===== config.mk =====
export PLATFORM = sky130hd
export DESIGN_NAME = ibuffer
export DESIGN_NICKNAME = d
export VERILOG_FILES = /design/src/hw/issue_pkg.sv /design/src/hw/ibuffer.sv
export VERILOG_INCLUDE_DIRS = /design/src /design/src/include
export SDC_FILE = /design/constraint.sdc
export NUM_CORES = 1
export LEC_CHECK = 0
export BUFFER_PORTS_ARGS = -buffer_cell sky130_fd_sc_hd__buf_4
export CAP_MARGIN = 20
export CORE_ASPECT_RATIO = 0.75
export CORE_MARGIN = 10
export CORE_UTILIZATION = 30
export CTS_CLUSTER_DIAMETER = 200
export DETAILED_ROUTE_END_ITERATION = 16
export RECOVER_POWER = 100
export SYNTH_ARGS = -nofsm -noshare
export SYNTH_HDL_FRONTEND = slang
export SYNTH_SLANG_ARGS = --single-unit

===== constraint.sdc =====
create_clock -name clk -period 3 [get_ports clk]
set_clock_uncertainty 0.15 [all_clocks]
set_input_delay 0.15 -clock clk [delete_from_list [all_inputs] [get_ports clk]]
set_output_delay 0.15 -clock clk [all_outputs]
set_load 0.05 [all_outputs]

===== src/include/issue_config.svh =====
`ifndef ISSUE_CONFIG_SVH
`define ISSUE_CONFIG_SVH

// Warps that share the issue stage
`define ISSUE_NUM_WARPS 4

// Architectural registers in each warp
`define ISSUE_NUM_REGS 16

// Width of a register and of an operand
`define ISSUE_XLEN 32

// Entries in each per-warp instruction FIFO
`define ISSUE_IBUF_DEPTH 4

// Instruction tag carried along for tracing
`define ISSUE_TAG_BITS 16

`endif


===== src/hw/issue_pkg.sv =====
`include "issue_config.svh"

package issue_pkg;

    localparam int WARP_BITS = $clog2(`ISSUE_NUM_WARPS);
    localparam int REG_BITS = $clog2(`ISSUE_NUM_REGS);
    localparam int OP_BITS = 4;
    localparam int IMM_BITS = 16;

    // Execution unit that receives the instruction
    typedef enum logic {
        EX_ALU = 1'b0,
        EX_LSU = 1'b1
    } ex_unit_e;

    // Second operand field of the instruction word
    // Low REG_BITS of rs2 name a register when use_imm is clear
    typedef union packed {
        logic [IMM_BITS-1:0] rs2;
        logic signed [IMM_BITS-1:0] imm;
    } operand_b_u;

    // Instruction as it leaves decode
    typedef struct packed {
        logic [`ISSUE_TAG_BITS-1:0] tag;
        logic [WARP_BITS-1:0] wid;
        ex_unit_e unit;
        logic [OP_BITS-1:0] op;
        logic wb;
        logic [REG_BITS-1:0] rd;
        logic [REG_BITS-1:0] rs1;
        logic use_imm;
        operand_b_u opb;
    } decode_t;

    // Instruction that cleared the scoreboard
    typedef decode_t issue_t;

endpackage


===== src/hw/ibuffer.sv =====
`timescale 1ns/1ps
`include "issue_config.svh"

module ibuffer (
    input  logic clk,
    input  logic reset,
    input  logic decode_valid,
    input  issue_pkg::decode_t decode_data,
    output logic decode_ready,
    output logic [`ISSUE_NUM_WARPS-1:0] head_valid,
    output issue_pkg::decode_t [`ISSUE_NUM_WARPS-1:0] head_data,
    input  logic [`ISSUE_NUM_WARPS-1:0] head_ready
);

    localparam int NW = `ISSUE_NUM_WARPS;
    localparam int DEPTH = `ISSUE_IBUF_DEPTH;
    localparam int PTR_BITS = (DEPTH > 1) ? $clog2(DEPTH) : 1;
    localparam int CNT_BITS = $clog2(DEPTH + 1);

    logic [NW-1:0] full;

    // Only the FIFO of the addressed warp decides acceptance
    assign decode_ready = !full[decode_data.wid];

    for (genvar w = 0; w < NW; w++) begin : g_warp
        issue_pkg::decode_t mem [DEPTH];
        logic [PTR_BITS-1:0] wr_ptr;
        logic [PTR_BITS-1:0] rd_ptr;
        logic [CNT_BITS-1:0] count;
        logic push;
        logic pop;

        assign push = decode_valid && decode_ready && (int'(decode_data.wid) == w);
        assign pop = head_valid[w] && head_ready[w];
        assign full[w] = (count == CNT_BITS'(DEPTH));
        assign head_valid[w] = (count != '0);
        assign head_data[w] = mem[rd_ptr];

        always_ff @(posedge clk) begin
            if (push) begin
                mem[wr_ptr] <= decode_data;
            end
        end

        always_ff @(posedge clk) begin
            if (reset) begin
                wr_ptr <= '0;
                rd_ptr <= '0;
                count <= '0;
            end else begin
                if (push) begin
                    wr_ptr <= (wr_ptr == PTR_BITS'(DEPTH - 1)) ? '0 : wr_ptr + 1'b1;
                end
                if (pop) begin
                    rd_ptr <= (rd_ptr == PTR_BITS'(DEPTH - 1)) ? '0 : rd_ptr + 1'b1;
                end
                if (push && !pop) begin
                    count <= count + 1'b1;
                end else if (pop && !push) begin
                    count <= count - 1'b1;
                end
            end
        end

        // The scoreboard must only take from a warp that has a head
        a_pop_needs_head: assert property (@(posedge clk) disable iff (reset)
            head_ready[w] |-> head_valid[w]);
    end

endmodule


---- Yosys cells after proc, flatten, opt, wreduce, memory -nomap -nowiden ----
Memory sizes are Yosys's and may differ from the RTL's. A register that Yosys moved wholly into a read port is not among the register bits.
Index checks and enable logic that the tools add are counted.
Widths: inputs -> output; s select.
word-level totals
  ROM bits ................................ 0
  latch bits .............................. 0
  logic and storage cells ................. 117
  input bits .............................. 56
  register bits after elaboration ......... 28
  memories kept ........................... 4
  RAM bits ................................ 784
operators by class
  reduce and logical (&&, ||, !) cells .... 35
  equality and inequality tests ........... 15
  mux-type cells .......................... 34
  shift operators ......................... 0
  divide/modulo/power cells ............... 0
  order comparisons ....................... 1
  add/sub/neg operators ................... 16
  bitwise logic cells ..................... 0
  multiply operators ...................... 0
memory list
  memory         depth  bits a word  rd ports  clocked after memory_dff  wr ports  line           text
  g_warp[0].mem  4      49           1         1                         1         ibuffer.sv:26  issue_pkg::decode_t mem [DEPTH];
  g_warp[1].mem  4      49           1         1                         1         ibuffer.sv:26
  g_warp[2].mem  4      49           1         1                         1         ibuffer.sv:26
  g_warp[3].mem  4      49           1         1                         1         ibuffer.sv:26
operators by type and width
  cell                 number
  $mux 2               16
  $mux 3               8
  $eq 2x2->1 const B   10
  $logic_and 1x1->1    17
  $add 2x1->2 const B  8
  $add 3x1->3 const B  4
  $eq 3x3->1 const B   4
  $reduce_bool 3->1    4
  $sub 3x1->3 const B  4
  $logic_not 1->1      9
  $mux 1               9
  $reduce_bool 2->1    4
  $lt 2x3->1 const B   1
  $bmux 1 s2           1
  $eq 2x1->1 const B   1
  $logic_not 2->1      1

---- Longest topological paths before layout ----
  depth in word-level cells ............... 10
  mapped depth ............................ 9

---- Worst setup path after synthesis ----
OpenSTA, ideal clock, no wires.
  kind .................................... register to register
  start point ............................. reg g_warp[0].count[0]
  end point ............................... mem g_warp[0].mem[0][0] (netlist bit), enable pin
  slack ................................... 0.346 ns
  data required time ...................... 2.438 ns
  setup time .............................. 0.412 ns
  cell stages (with the launch flop) ...... 5
  arrival time ............................ 2.093 ns
  buffers on the path ..................... 1
  clock period less this slack ............ 2.654 ns
  cell sequence ........................... dfxtp_1 or3b_1 nor4bb_1 buf_2 and2_1
between the ends
  word-level cells in the longest chain between the ends .. 8
RTL lines
  what                             line           text
  start, declared                  ibuffer.sv:29  logic [CNT_BITS-1:0] count;
  start signal, assigned           ibuffer.sv:58  count <= count + 1'b1;
  start signal, assigned           ibuffer.sv:60  count <= count - 1'b1;
  $eq 3x3->1                       ibuffer.sv:35  assign full[w] = (count == CNT_BITS'(DEPTH));
  $bmux 1 s2                       ibuffer.sv:23  assign decode_ready = !full[decode_data.wid];
  $mux 1 (implied by the code)     ibuffer.sv:23
  $logic_not 1->1                  ibuffer.sv:23
  $logic_and 1x1->1 (2 in series)  ibuffer.sv:33  assign push = decode_valid && decode_ready && (int'(decode_data.wid) == w);
  via g_warp[0].push               ibuffer.sv:30  logic push;
  $mux 1                           ibuffer.sv:40  if (push) begin
  $mux 1 (implied by the code)     ibuffer.sv:41  mem[wr_ptr] <= decode_data;
  end, declared                    ibuffer.sv:26
The timed path passes the listed nets, and every way through them passes these cells. The select of a mux whose other input is x is not followed.

---- Worst setup path after layout ----
  start point ............................. reg g_warp[0].count[0]
  end point ............................... reg g_warp[0].count[1]
between the ends
  word-level cells in the longest chain between the ends .. 9
RTL lines
  what                                line           text
  $eq 3x3->1                          ibuffer.sv:35
  $bmux 1 s2                          ibuffer.sv:23
  $mux 1 (implied by the code)        ibuffer.sv:23
  $logic_not 1->1                     ibuffer.sv:23
  $logic_and 1x1->1 (2 in series)     ibuffer.sv:33
  $logic_not 1->1                     ibuffer.sv:59  end else if (pop && !push) begin
  $logic_and 1x1->1                   ibuffer.sv:59
  $reduce_bool 2->1 (no source line)  n/a
Several ways; a longest one is shown, not always the timed one. The select of a mux whose other input is x is not followed.
A chain may end at the register's enable or synchronous reset.

==> impl_metrics.tcl <==
set metrics [dict create \
    outcome "finished, final reports clean" \
    viasPerCell 4.71 \
    dp.cells 2783 \
    end_kind "flop" \
    r2r_slack_ns 0.19 \
    drive_gt1_frac 0.338 \
    post-route-period-util 0.938 \
    fin_cells 2984 \
    clock-sinks 820 \
    drt-total-wl_mm 74.9 \
    dpl.hpwl_mm 44.5 \
    crit_start "g_warp[0].count[0]$_SDFFE_PP0P_" \
    dieArea_um2 114000 \
    powerDensity_nw_per_um2 879 \
    gr-total-overflow 0 \
    grt_pass1_vias 15000 \
    worstHoldPathType "in -> reg" \
    dpl_cell_area_um2 34000 \
    worstMarginPinSlew_ns 1.37 \
    path_class "reg -> reg" \
    use_met2 0.213 \
    syn_nets 1307 \
    fp.coreArea_um2 99500 \
    rsz0062_at_grt "false" \
    holdPathStages 2 \
    worstPathMaxFanout 5 \
    cts_resized 0 \
    ant_nets 0 \
    reg2reg_to "g_warp[0].count[1]$_SDFFE_PP0P_" \
    p_int_mw 21.4 \
    grt_first_pass_wirelength_mm 107 \
    cts.htree.levels 3 \
    leakage_nw 11.6 \
    worst_slack_ns 0.186 \
    ys_types 34 \
    slew_violations 0 \
    switching_share 0.330 \
    n_antenna_cell 0 \
    die_w_um 386 \
    clkPwrFrac 0.315 \
    required_ns 3.38 \
    area_growth_pct 20.8 \
    firstDrtPassIters 5 \
    vias 14100 \
    crit_path_top_delay_cell "dlygate4sd3_1" \
    setup-tns-final_ns 0 \
    maxCapViolCount 0 \
    hold_viol 0 \
    ys_ff_latch 820 \
    cts_hold_buf 56 \
    final_cell_area_um2 36400 \
    arrival_ns 3.20 \
    drtIter0Drc 1253 \
    post_cts_buffers 0 \
    min_to "g_warp[0].mem[3][31]$_DFFE_PP_" \
    fmax_mhz 355 \
    peakVddDrop_mv 0.586 \
    regToRegStartpoint "g_warp[0].count[0]$_SDFFE_PP0P_" \
    track_usage 0.131 \
    insertion_delay_ns 0.64 \
    hp-start "decode_data[31]" \
    start_kind "flop" \
    root_buffer "clkbuf_16" \
    clk_pin_slew_worst_paths_ns 0.06 \
    grt_max_degree 50 \
    finalCriticalPeriod_ns 2.81 \
    placementRows 100 \
    seq_power_share 0.415 \
    finalNetCount 1682 \
    worstRegToRegCells 8 \
    synth_seq_area_share 0.806 \
    die_h_um 294 \
    initial_utilization 0.303 \
    combinationalPowerShare 0.270 \
    dp_slack_ns 0.407 \
    slowest_delay_ns 0.56 \
    antenna_found_initial 0 \
    route.detailed.drc 0 \
    pin_count 257 \
    grt_busiest_layer "met2" \
    path_cells "or3b_1 -> nor4bb_1 -> ha_1 -> inv_1 -> fa_1 -> mux2i_1 -> nor2_1 -> dlygate4sd3_1" \
    port_buffers 256 \
    avgSynthCellArea_um2 24.6 \
    syn_area_um2 30100 \
    globalplace.congestion 0.677 \
    grt_use_met1 0.175 \
    timing.slew.headroom 0.0840 \
    synth_cells 1223 \
    wl_per_cell_um 25.1 \
    ys_warn_count 0 \
    grtUsageMet3 0.0336 \
    finalSetupViolations 0 \
    cts_tree "yes" \
    hold_slack_ns 0.278 \
    cts_buffers 83 \
    p_sw_mw 10.6 \
    clockBufferDepth 3 \
]
## logic make-up (layout without fill, tap and decap cells)
family	count (synthesis)	count (layout)	share of synthesized area
XOR/XNOR	8	8	0.00233
AND/OR/NAND/NOR	70	70	0.0135
buffers and inverters	65	500	0.0101
AO/OA/AOI/OAI	25	25	0.00494
flip-flops	820	820	0.806
multiplexers	207	207	0.151
adder cells (fa/ha/maj)	28	28	0.0126
## metrics by stage
| step | util | total power, mW |
|---|---|---|
| 2_1_floorplan | - | 19.8 |
| 5_1_grt | 0.366 | 33.3 |
| 3_3_place_gp | 0.342 | 22.8 |
| 4_1_cts | 0.374 | 33.1 |
| 6_report | 0.366 | 32.0 |
| 3_5_place_dp | 0.342 | 22.9 |
## layout make-up
type | count | area, µm²
well taps | 1326 | 1660
clock buffers | 107 | 2220
fillers | 9138 | 63100
clock inverters | 38 | 394
flip-flops and latches | 820 | 24300
multi-input cells | 338 | 5550
inverters | 13 | 48.8
repair buffers | 342 | 2220
## cell usage in the layout, fill, tap and decap left out, types with 3 or more instances in the layout
cell type / netlist / routed
inv_1: 13 / 13
clkbuf_4: 0 / 27
o31ai_1: 7 / 7
mux2i_1: 9 / 9
buf_2: 18 / 7
xor2_1: 8 / 8
a21oi_1: 11 / 11
inv_6: 0 / 4
and3_2: 4 / 4
clkbuf_16: 0 / 85
and2_0: 0 / 3
or3b_1: 4 / 4
clkinv_2: 0 / 7
bufinv_16: 0 / 7
and3_1: 9 / 9
ha_1: 24 / 24
dfxtp_1: 36 / 28
buf_4: 8 / 27
nor2_1: 14 / 14
dlygate4sd3_1: 0 / 56
o21ai_0: 5 / 5
dfxtp_4: 0 / 8
clkbuf_1: 15 / 73
clkinvlp_4: 0 / 6
edfxtp_1: 784 / 784
nand3_1: 6 / 6
and2_2: 1 / 3
clkbuf_2: 0 / 162
nor3_1: 4 / 4
or3_1: 10 / 10
buf_12: 0 / 10
fa_1: 4 / 4
clkinv_1: 0 / 13
nand2_1: 6 / 6
mux4_2: 197 / 197
## worst max-delay path by stage
stage                                       to  slack [ns]  cells after the start
3_3_place_gp   g_warp[3].count[2]$_SDFFE_PP0P_        0.48                      9
4_1_cts                         head_data[188]        0.15                      3
3_5_place_dp   g_warp[3].count[2]$_SDFFE_PP0P_        0.41                      9
2_1_floorplan    g_warp[0].mem[0][0]$_DFFE_PP_        0.35                      4
5_1_grt                          head_data[97]        0.02                      3
6_report       g_warp[0].count[1]$_SDFFE_PP0P_        0.19                      8
## synthesized netlist by cell type, drive strengths merged
cell      n  share of area
edfxtp  784           0.78
mux4    197           0.15
buf      37         0.0066
dfxtp    36          0.024
ha       24          0.010
clkbuf   15         0.0019
nor2     14         0.0017
and3     13         0.0029
inv      13         0.0016
or3      12         0.0026
a21oi    11         0.0018
mux2i     9         0.0030
xor2      8         0.0023
o31ai     7         0.0017
and2      6         0.0013
nand2     6        0.00075
nand3     6         0.0010
o21ai     5        0.00083
fa        4         0.0027
nor3      4        0.00066
or3b      4         0.0012
a21o      2        0.00054
and3b     2        0.00058
mux2      1        0.00050
nand3b    1        0.00025
nor3b     1        0.00025
nor4bb    1        0.00033
## metal layers
| layer | vias to the layer above | share of wire | wire (µm) |
|---|---|---|---|
| met5 | - | 0 | 0 |
| met4 | 0 | 0.016 | 1170 |
| met3 | 89 | 0.062 | 4630 |
| met2 | 421 | 0.48 | 36300 |
| met1 | 7615 | 0.44 | 32800 |
| li1 | 5940 | - | - |
## worst max-delay path: cells and delay by family (launching register included)
family                   cells  cell delay (ns)
AND/OR/NAND/NOR              3             0.62
flip-flops                   1             0.44
multiplexers                 1             0.16
adder cells (fa/ha/maj)      2             0.71
buffers and inverters        2             0.63
## sequential cells by signal, summed over array words and instances, names as in the netlist, named ones only
signal         count
g_warp.count      12
g_warp.mem       784
g_warp.rd_ptr      8
g_warp.wr_ptr      8
## power groups by stage
stage | sequential (mW) | clock, mW | combinational [mW]
after global routing | 13.3 | 10.8 | 9.16
after floorplan | 13.3 | 0 | 6.51
after detailed placement | 13.5 | 0 | 9.38
after global placement | 13.5 | 0 | 9.29
final | 13.3 | 10.1 | 8.63
after CTS | 13.3 | 10.4 | 9.47
No activity file was read; power rests on OpenSTA's default activity.
