<file path="src/include/issue_config.svh">
`ifndef ISSUE_CONFIG_SVH
`define ISSUE_CONFIG_SVH

// Warps that share the issue stage
`define ISSUE_NUM_WARPS 4

// Architectural registers in each warp
`define ISSUE_NUM_REGS 16

// Width of a register and of an operand
`define ISSUE_XLEN 32

// Entries in each per-warp instruction FIFO
`define ISSUE_IBUF_DEPTH 4

// Instruction tag carried along for tracing
`define ISSUE_TAG_BITS 16

`endif

</file>
<file path="src/hw/issue_pkg.sv">
`include "issue_config.svh"

package issue_pkg;

    localparam int WARP_BITS = $clog2(`ISSUE_NUM_WARPS);
    localparam int REG_BITS = $clog2(`ISSUE_NUM_REGS);
    localparam int OP_BITS = 4;
    localparam int IMM_BITS = 16;

    // Execution unit that receives the instruction
    typedef enum logic {
        EX_ALU = 1'b0,
        EX_LSU = 1'b1
    } ex_unit_e;

    // Second operand field of the instruction word
    // Low REG_BITS of rs2 name a register when use_imm is clear
    typedef union packed {
        logic [IMM_BITS-1:0] rs2;
        logic signed [IMM_BITS-1:0] imm;
    } operand_b_u;

    // Instruction as it leaves decode
    typedef struct packed {
        logic [`ISSUE_TAG_BITS-1:0] tag;
        logic [WARP_BITS-1:0] wid;
        ex_unit_e unit;
        logic [OP_BITS-1:0] op;
        logic wb;
        logic [REG_BITS-1:0] rd;
        logic [REG_BITS-1:0] rs1;
        logic use_imm;
        operand_b_u opb;
    } decode_t;

    // Instruction that cleared the scoreboard
    typedef decode_t issue_t;

endpackage

</file>
<file path="src/hw/exec_pkg.sv">
`include "issue_config.svh"

package exec_pkg;

    // Operand bundle handed to an execution unit
    // rs2_data already holds the sign-extended immediate where one was used
    typedef struct packed {
        logic [`ISSUE_TAG_BITS-1:0] tag;
        logic [issue_pkg::WARP_BITS-1:0] wid;
        logic [issue_pkg::OP_BITS-1:0] op;
        logic wb;
        logic [issue_pkg::REG_BITS-1:0] rd;
        logic [`ISSUE_XLEN-1:0] rs1_data;
        logic [`ISSUE_XLEN-1:0] rs2_data;
    } dispatch_t;

    // Result returned by an execution unit
    typedef struct packed {
        logic [issue_pkg::WARP_BITS-1:0] wid;
        logic [issue_pkg::REG_BITS-1:0] rd;
        logic [`ISSUE_XLEN-1:0] data;
    } writeback_t;

endpackage

</file>
<file path="src/hw/dispatch.sv">
`timescale 1ns/1ps

module dispatch (
    input  logic clk,
    input  logic reset,
    input  logic op_valid,
    input  issue_pkg::ex_unit_e op_unit,
    input  exec_pkg::dispatch_t op_data,
    output logic op_ready,
    output logic alu_valid,
    output exec_pkg::dispatch_t alu_data,
    input  logic alu_ready,
    output logic lsu_valid,
    output exec_pkg::dispatch_t lsu_data,
    input  logic lsu_ready
);

    localparam int NU = 2;

    logic [NU-1:0] buf_valid;
    logic [NU-1:0] buf_ready;
    logic [NU-1:0] accept;
    exec_pkg::dispatch_t buf_data [NU];

    // Buffers are indexed by the unit encoding
    assign buf_ready = {lsu_ready, alu_ready};

    // Only the target unit's buffer can hold up the collector
    assign op_ready = !buf_valid[op_unit] || buf_ready[op_unit];
    assign accept = (op_valid && op_ready) ? (NU'(1) << op_unit) : '0;

    always_ff @(posedge clk) begin
        if (reset) begin
            buf_valid <= '0;
        end else begin
            for (int u = 0; u < NU; u++) begin
                if (accept[u]) begin
                    buf_valid[u] <= 1'b1;
                end else if (buf_ready[u]) begin
                    buf_valid[u] <= 1'b0;
                end
            end
        end
    end

    always_ff @(posedge clk) begin
        for (int u = 0; u < NU; u++) begin
            if (accept[u]) begin
                buf_data[u] <= op_data;
            end
        end
    end

    assign alu_valid = buf_valid[issue_pkg::EX_ALU];
    assign alu_data = buf_data[issue_pkg::EX_ALU];
    assign lsu_valid = buf_valid[issue_pkg::EX_LSU];
    assign lsu_data = buf_data[issue_pkg::EX_LSU];

    // A held bundle from the collector must not change under a stall
    a_hold_stable: assert property (@(posedge clk) disable iff (reset)
        op_valid && !op_ready |=> op_valid && $stable(op_data) && $stable(op_unit));

endmodule

</file>
<file path="config.mk">
export PLATFORM = sky130hd
export DESIGN_NAME = dispatch
export DESIGN_NICKNAME = d
export VERILOG_FILES = /design/src/hw/issue_pkg.sv /design/src/hw/exec_pkg.sv /design/src/hw/dispatch.sv
export VERILOG_INCLUDE_DIRS = /design/src /design/src/include
export SDC_FILE = /design/constraint.sdc
export NUM_CORES = 1
export LEC_CHECK = 0
export BUFFER_PORTS_ARGS = -buffer_cell sky130_fd_sc_hd__buf_4
export CAP_MARGIN = 40
export CORE_UTILIZATION = 45
export DETAILED_ROUTE_END_ITERATION = 10
export GPL_TIMING_DRIVEN = 0
export PLACE_DENSITY = 0.79
export SLEW_MARGIN = 20
export SYNTH_ARGS = -nofsm -noshare
export SYNTH_HDL_FRONTEND = slang
export SYNTH_SLANG_ARGS = --single-unit
</file>
<file path="constraint.sdc">
create_clock -name clk -period 7 [get_ports clk]
set_input_delay 1.4 -clock clk [delete_from_list [all_inputs] [get_ports clk]]
set_output_delay 1.4 -clock clk [all_outputs]
set_load 0.005 [all_outputs]
</file>
* Word level (Yosys, flattened, before mapping)
Memories as Yosys holds them, arrays and structs flattened.
Index checks and enable logic that the tools add are counted.
Widths: inputs -> output; s select.
** Cells by class
- Order comparisons :: 1
- Shift-type cells :: 1
- Mux-type cells :: 13
- Reductions and logical operators :: 5
** Operators with widths (number)
- $mux 1 :: 12
- $reduce_bool 2->1 :: 2
- $lt 1x2->1 const B :: 1
- $mux 2 :: 1
- $shl 1x1->2 const A :: 1
- $logic_and 1x1->1 :: 1
- $logic_not 1->1 :: 1
- $logic_or 1x1->1 :: 1
** Word-level totals
- Bits in registers :: 2
- Memory bits (writable) :: 182
- Word-level logic and storage cells :: 23
- Memories :: 1
** Memory list
- buf_data :: depth 2, bits a word 91, read ports 2, clocked after Yosys merged registers in 0, write ports 2, line dispatch.sv:23 : exec_pkg::dispatch_t buf_data [NU];

* Logic depth before layout (Yosys ltp)
Gate-level depths: netlist (run 1).
- Depth in word-level cells :: 8
- Gate-level depth with buffers :: 2

* Worst setup path after synthesis (run 1)
Ideal clock, no wire load.
- Path kind :: input to register
- Start point :: input port op_unit
- End point :: memory buf_data[0][0] in the netlist's numbering (enable)
- Library setup time :: 553 ps
- Arrival time :: 5599 ps
- Required time :: 6447 ps
- Setup slack :: 848 ps
- Cell stages on the path :: 2
- Path through :: nand2b_1 nor2b_1
** RTL lines
- start: declaration :: line dispatch.sv:7 : input issue_pkg::ex_unit_e op_unit,
- end: declaration :: line dispatch.sv:23

* Final worst setup path (run 1)
- Start point :: input port lsu_ready
- End point :: output port op_ready
** On the way
- Word-level cells in the longest chain between the ends :: 3
** Ends and longest elaborated chain
- start: declaration :: line dispatch.sv:15 : input logic lsu_ready
- $mux 1 (implied by the code) (2 in a row) :: line dispatch.sv:29 : assign op_ready = !buf_valid[op_unit] || buf_ready[op_unit];
- $logic_or 1x1->1 :: line dispatch.sv:29
- end: declaration :: line dispatch.sv:9 : output logic op_ready,
Every way passes these cells. The select of a mux whose other input is x is not followed.

==> reports/qor.yml, run 1 <==
gp_congestion: 0.733
area_growth_pct: 54.4
grt_max_degree: 29
drive_above_1_share_pct: 62.5
hold_start: "buf_valid[1]"
maxSlewHeadroom_pct: 46.1
grt_usage_pct: 18.8
setup_slack_ns: 3.53
worstSetupEndpointType: "output port"
place_ws_ns: 3.53
ys_ff_latch: 184
synth.cell_area_sq_um: 5580
dieArea_sq_um: 12800
cts_buffers: 17
cts_tree: "done"
fin_crit_ns: 3.47
portBuffers: 281
synth.distinct_cells: 8
wirelength_um: 12000
die_h_um: 113
holdCritPathClass: "reg2reg"
worstSkewPairLatency_ns: 0.41
drtAntennaViolNets: 0
antenna_found_initial: 0
ys_seq_area_share_pct: 98.7
fillers: 730
grt_pass1_wl_um: 17400
core-area_sq_um: 12100
sw_frac_of_total_pct: 19.4
cp.required_ns: 5.60
drc: 0
drt_iter0_drc: 146
ir_worst_vdd_uv: 176
worstSetupPathType: "in2out"
p_int_mw: 1.88
cts.path.max_buffers: 2
cts_sinks: 184
cp-startpoint: "lsu_ready"
cts_resized: 0
r2r-start: "buf_valid[1]"
drv_slew: 0
holdPathStages: 2
timing.fmax_mhz: 289
syn-instance-count: 193
syn_nets: 290
cts-root-buf: "clkbuf_16"
overflow: 0
n_antenna_cell: 0
grt_pass1_vias: 3226
p_sw_uw: 454
p_leak_nw: 3.45
reg2reg_depth: 4
cts_hold_buf: 0
nets: 596
path_clk_slew_ns: 0.06
path_max_fanout: 3
finalHoldViolations: 0
clkPwrFrac_pct: 38.4
htreeDepth: 4
min_period_over_period_pct: 49.5
cts_setup_buffers: 0
timing.hold.ws_ns: 0.529
seqPwrFrac_pct: 54.8
yosys_warnings: 0
drv_cap: 0
rsz0062_at_grt: "no"
multi_input_area_sq_um: 86.3
cp-start-kind: "primary input"
row_count: 40
routedWlPerCell_um: 17.6
num_vias: 3129
start_util_pct: 46.2
vias_per_cell: 4.60
ios: 282
die_w_um: 113
place_hpwl_um: 8800
drtPass1Iterations: 4
final-setup-viol-count: 0
p_per_area_nw_per_um2: 272
worstMarginPinSlew_ns: 0.806
syn_avg_cell_area_sq_um: 28.9
pwr-share-comb_pct: 6.8
run_status: "completed"
register_area_sq_um: 5510
finalClockSkew_ns: 0.00716
arrival_ns: 2.07
==> cell families (layout without fill, tap and decap cells) <==
| kind of cell | count (synthesis) | in the layout | share of synthesized area, % |
|---|---|---|---|
| compound gates | 2 | 2 | 0.180 |
| simple gates | 6 | 6 | 0.898 |
| buf+inv | 0 | 319 | 0 |
| flops | 184 | 184 | 98.7 |
| mux | 1 | 1 | 0.202 |
==> cell usage after synthesis <==
cell      instances  area share, %
mux2_2            1           0.20
nand2b_1          1           0.11
nand2_1           1          0.067
edfxtp_1        182             98
nand2b_4          2           0.49
nor2b_1           2           0.22
a21oi_1           2           0.18
dfxtp_1           2           0.72
==> power by group through the flow <==
stage | Combinational (mW) | Sequential, mW | Clock, mW
finish | 0.159 | 1.28 | 0.899
CTS | 0.160 | 1.28 | 0.917
floorplan | 0.0179 | 1.32 | 0
global placement | 0.143 | 1.31 | 0
detailed placement | 0.160 | 1.31 | 0
global route | 0.169 | 1.29 | 0.955
==> worst max-delay path, cell delays in order <==
cell      delay [ns]
buf_4           0.12
nand2b_4        0.14
mux2_2          0.27
buf_4           0.14
==> flip-flops by register name, indices dropped and copies added, names as in the netlist <==
register   cells
buf_data     182
buf_valid      2
==> worst paths after layout <==
path,to,slack (ns)
max,op_ready,3.53
max reg2reg,buf_data[0][103],5.13
min reg2reg,buf_valid[1],0.53
min,buf_valid[1],0.53
==> layer usage <==
metal	global-route usage [%]	routed length (um)	up-vias
met5	0	0	-
met4	8.68	201	0
met3	8.36	1210	18
met2	32.8	6500	196
met1	19.5	4040	1517
li1	-	-	1398
==> cell usage in the layout, fill, tap and decap left out <==
cell        synthesis  routed
nor2b_4             0       2
mux2_2              1       1
clkinvlp_4          0       1
dfxtp_1             2       2
clkinv_4            0       3
inv_6               0       1
clkinv_2            0       4
edfxtp_1          182     182
buf_4               0     281
nand2b_4            2       2
buf_16              0       2
nand2b_1            1       1
clkbuf_16           0      17
clkbuf_1            0       2
clkinv_1            0       2
buf_12              0       4
bufinv_16           0       2
a21oi_1             2       2
nand2_1             1       1
==> stage by stage <==
stage	instance area, sq um	power, mW	TNS [ns]	util (%)	cells
after floorplan	5580	1.34	0	-	193
after global placement	7900	1.46	-173.23	65.5	642
after detailed placement	8050	1.47	0	66.7	648
after CTS	8610	2.36	0	71.4	680
after global routing	8610	2.41	0	71.4	680
final	8610	2.34	0	71.4	680
==> cell type report <==
class | count | share of cell area, %
sequential | 184 | 63.9
timing repair buffer | 287 | 26.1
clock buffer | 19 | 5.03
tap | 168 | 2.44
clock inverter | 13 | 1.51
multi-input combinational | 9 | 1.00
Power figures use the tool's default switching activity.
==> run 2, diff against run 1 <==
- clock period: 7 -> 3.63 ns (I/O delays scaled with it)
==> run 2 against run 1 <==
Against the previous run:
- non-clock buffer count did not move
- critical path depth did not move
- combinational power rose by 92%
- worst hold slack got worse by 0.059 ns
==> reports/qor.yml, run 2 (synthesized netlist as in run 1, its figures left out) <==
cp-start-kind: "primary input"
r2r-start: "buf_valid[1]"
slowest_stage: "mux2_2"
cts_buffers: 17  # unchanged
p_leak_nw: 3.44  # -0.24%
area_growth_pct: 54.5  # about the same
worstMarginPinSlew_ns: 0.672  # -0.134 ns
seqPwrFrac_pct: 54.8  # about the same
fin_crit_ns: 2.10
cp_cell_sequence: "buf_4, nand2b_4, mux2_2, buf_4"
hold_start: "reset"
cts_resized: 0  # unchanged
path_max_fanout: 3  # unchanged
die_w_um: 113  # unchanged
largest_register: "buf_data"
min_period_over_period_pct: 57.8
maxSlewHeadroom_pct: 55.1  # +9.0 points
ir_worst_vdd_uv: 332  # +88%
p_int_mw: 3.63  # +93%
wirelength_um: 12200  # +1.7%
final-setup-viol-count: 0  # unchanged
vias_per_cell: 4.65  # +1.0%
p_sw_uw: 879  # +93%
drtPass1Iterations: 5  # +1
wl_met1_um: 3930  # -2.7%
gp_congestion: 0.728  # -0.64%
place_hpwl_um: 9050  # +2.8%
finalHoldViolations: 0  # unchanged
grt_pass1_wl_um: 17200  # -1.0%
sw_frac_of_total_pct: 19.5  # +0.056 points
die_h_um: 113  # unchanged
final_common_cell: "buf_4"
final_cell_mix: "281 x buf_4, 182 x edfxtp_1, 17 x clkbuf_16"
cpMostUsedCell: "buf_4"
setup_tns_ns: 0  # unchanged
dieArea_sq_um: 12800  # unchanged
drt_iter0_drc: 203  # +39%
wl_met2_um: 6700  # +3.1%
core-area_sq_um: 12100  # unchanged
cp.required_ns: 2.90  # -2.70 ns
portBuffers: 281  # unchanged
path_clk_slew_ns: 0.06  # about the same
num_vias: 3166  # +1.2%
pwr-share-comb_pct: 6.8  # about the same
cp-startpoint: "lsu_ready"
grt_usage_pct: 18.9  # +0.042 points
antenna_found_initial: 1  # +1
largest_register_ffs: 182  # unchanged
worstSkewPairLatency_ns: 0.42  # about the same
ios: 282  # unchanged
clkPwrFrac_pct: 38.4  # about the same
drtAntennaViolNets: 0  # unchanged
grt_max_degree: 29  # unchanged
drive_above_1_share_pct: 62.5  # unchanged
arrival_ns: 1.37  # -0.70 ns
nets: 596  # unchanged
p_per_area_nw_per_um2: 524  # +93%
rsz0062_at_grt: "no"
finalClockSkew_ns: 0.00634  # -0.000823 ns
max_stage_delay_ns: 0.27  # about the same
reg_top3: "buf_data (182), buf_valid (2)"
htreeDepth: 4  # unchanged
cts_hold_buf: 0  # unchanged
fin_util_pct: 71.4  # about the same
overflow: 0  # unchanged
worstSetupPathType: "in2out"
fillers: 738  # +1.1%
drv_slew: 0  # unchanged
top_layer: "met4"
crit_buf_inv: 2  # unchanged
cts_setup_buffers: 0  # unchanged
cts.path.max_buffers: 2  # unchanged
grt_pass1_vias: 3268  # +1.3%
start_util_pct: 46.2  # unchanged
timing.fmax_mhz: 477
cts-root-buf: "clkbuf_16"
drc: 0  # unchanged
row_count: 40  # unchanged
cts_sinks: 184  # unchanged
worstSetupEndpointType: "output port"
cts_tree: "done"
holdCritPathClass: "in2reg"
drv_cap: 0  # unchanged
path_delay_family: "multiplexers"
routedWlPerCell_um: 17.8  # +1.6%
run_status: "completed"
route.met3.wl_um: 1130  # -6.8%
-- run 2: changes by cell type in the layout (fill, tap and decap cells not counted) --
cell / previous run / this run
clkinvlp_4: 1 / 3
clkinv_2: 4 / 3
diode_2: 0 / 1
inv_6: 1 / 0
-- run 2: final timing paths --
kind | to | slack [ns] | cells past startpoint
setup / recovery | op_ready | 1.53 | 4
hold / removal | buf_valid[1] | 0.47 | 2
setup reg to reg | buf_data[0][139] | 1.86 | 4
hold reg to reg | buf_valid[0] | 0.51 | 2
-- run 2: per-layer routing --
layer,GRT usage (%),vias to the layer above
li1,-,1398
met1,17.7,1539
met2,34.1,195
met3,7.98,34
met4,11.1,0
met5,0,-
-- run 2: area by class of cell --
| cell class | count | area, sq um | share of cell area, % |
|---|---|---|---|
| clock inverters | 13 | 131 | 1.53 |
| well taps | 168 | 210 | 2.44 |
| clock buffers | 19 | 433 | 5.03 |
| diodes | 1 | 2.50 | 0.0291 |
| repair buffers | 287 | 2240 | 26.1 |
| flip-flops and latches | 184 | 5510 | 63.9 |
| multi-input cells | 9 | 86.3 | 1.00 |
-- run 2: metrics by stage --
step	worst slack [ns]	total power [mW]	std cells	hold WS [ns]	area, sq um
6_report	1.53	4.51	681	0.470	8610
3_3_place_gp	0.200	2.80	642	0.492	7910
3_5_place_dp	1.24	2.83	648	0.497	8050
2_1_floorplan	0.934	2.57	193	0.490	5590
4_1_cts	1.54	4.55	680	0.449	8610
5_1_grt	1.51	4.64	680	0.454	8610
-- run 2: power groups by stage --
stage | clock network, mW | registers (mW) | logic, mW
floorplan | 0 | 2.53 | 0.0364
global placement | 0 | 2.52 | 0.278
detailed placement | 0 | 2.52 | 0.310
CTS | 1.76 | 2.47 | 0.310
global route | 1.83 | 2.48 | 0.325
finish | 1.73 | 2.47 | 0.305
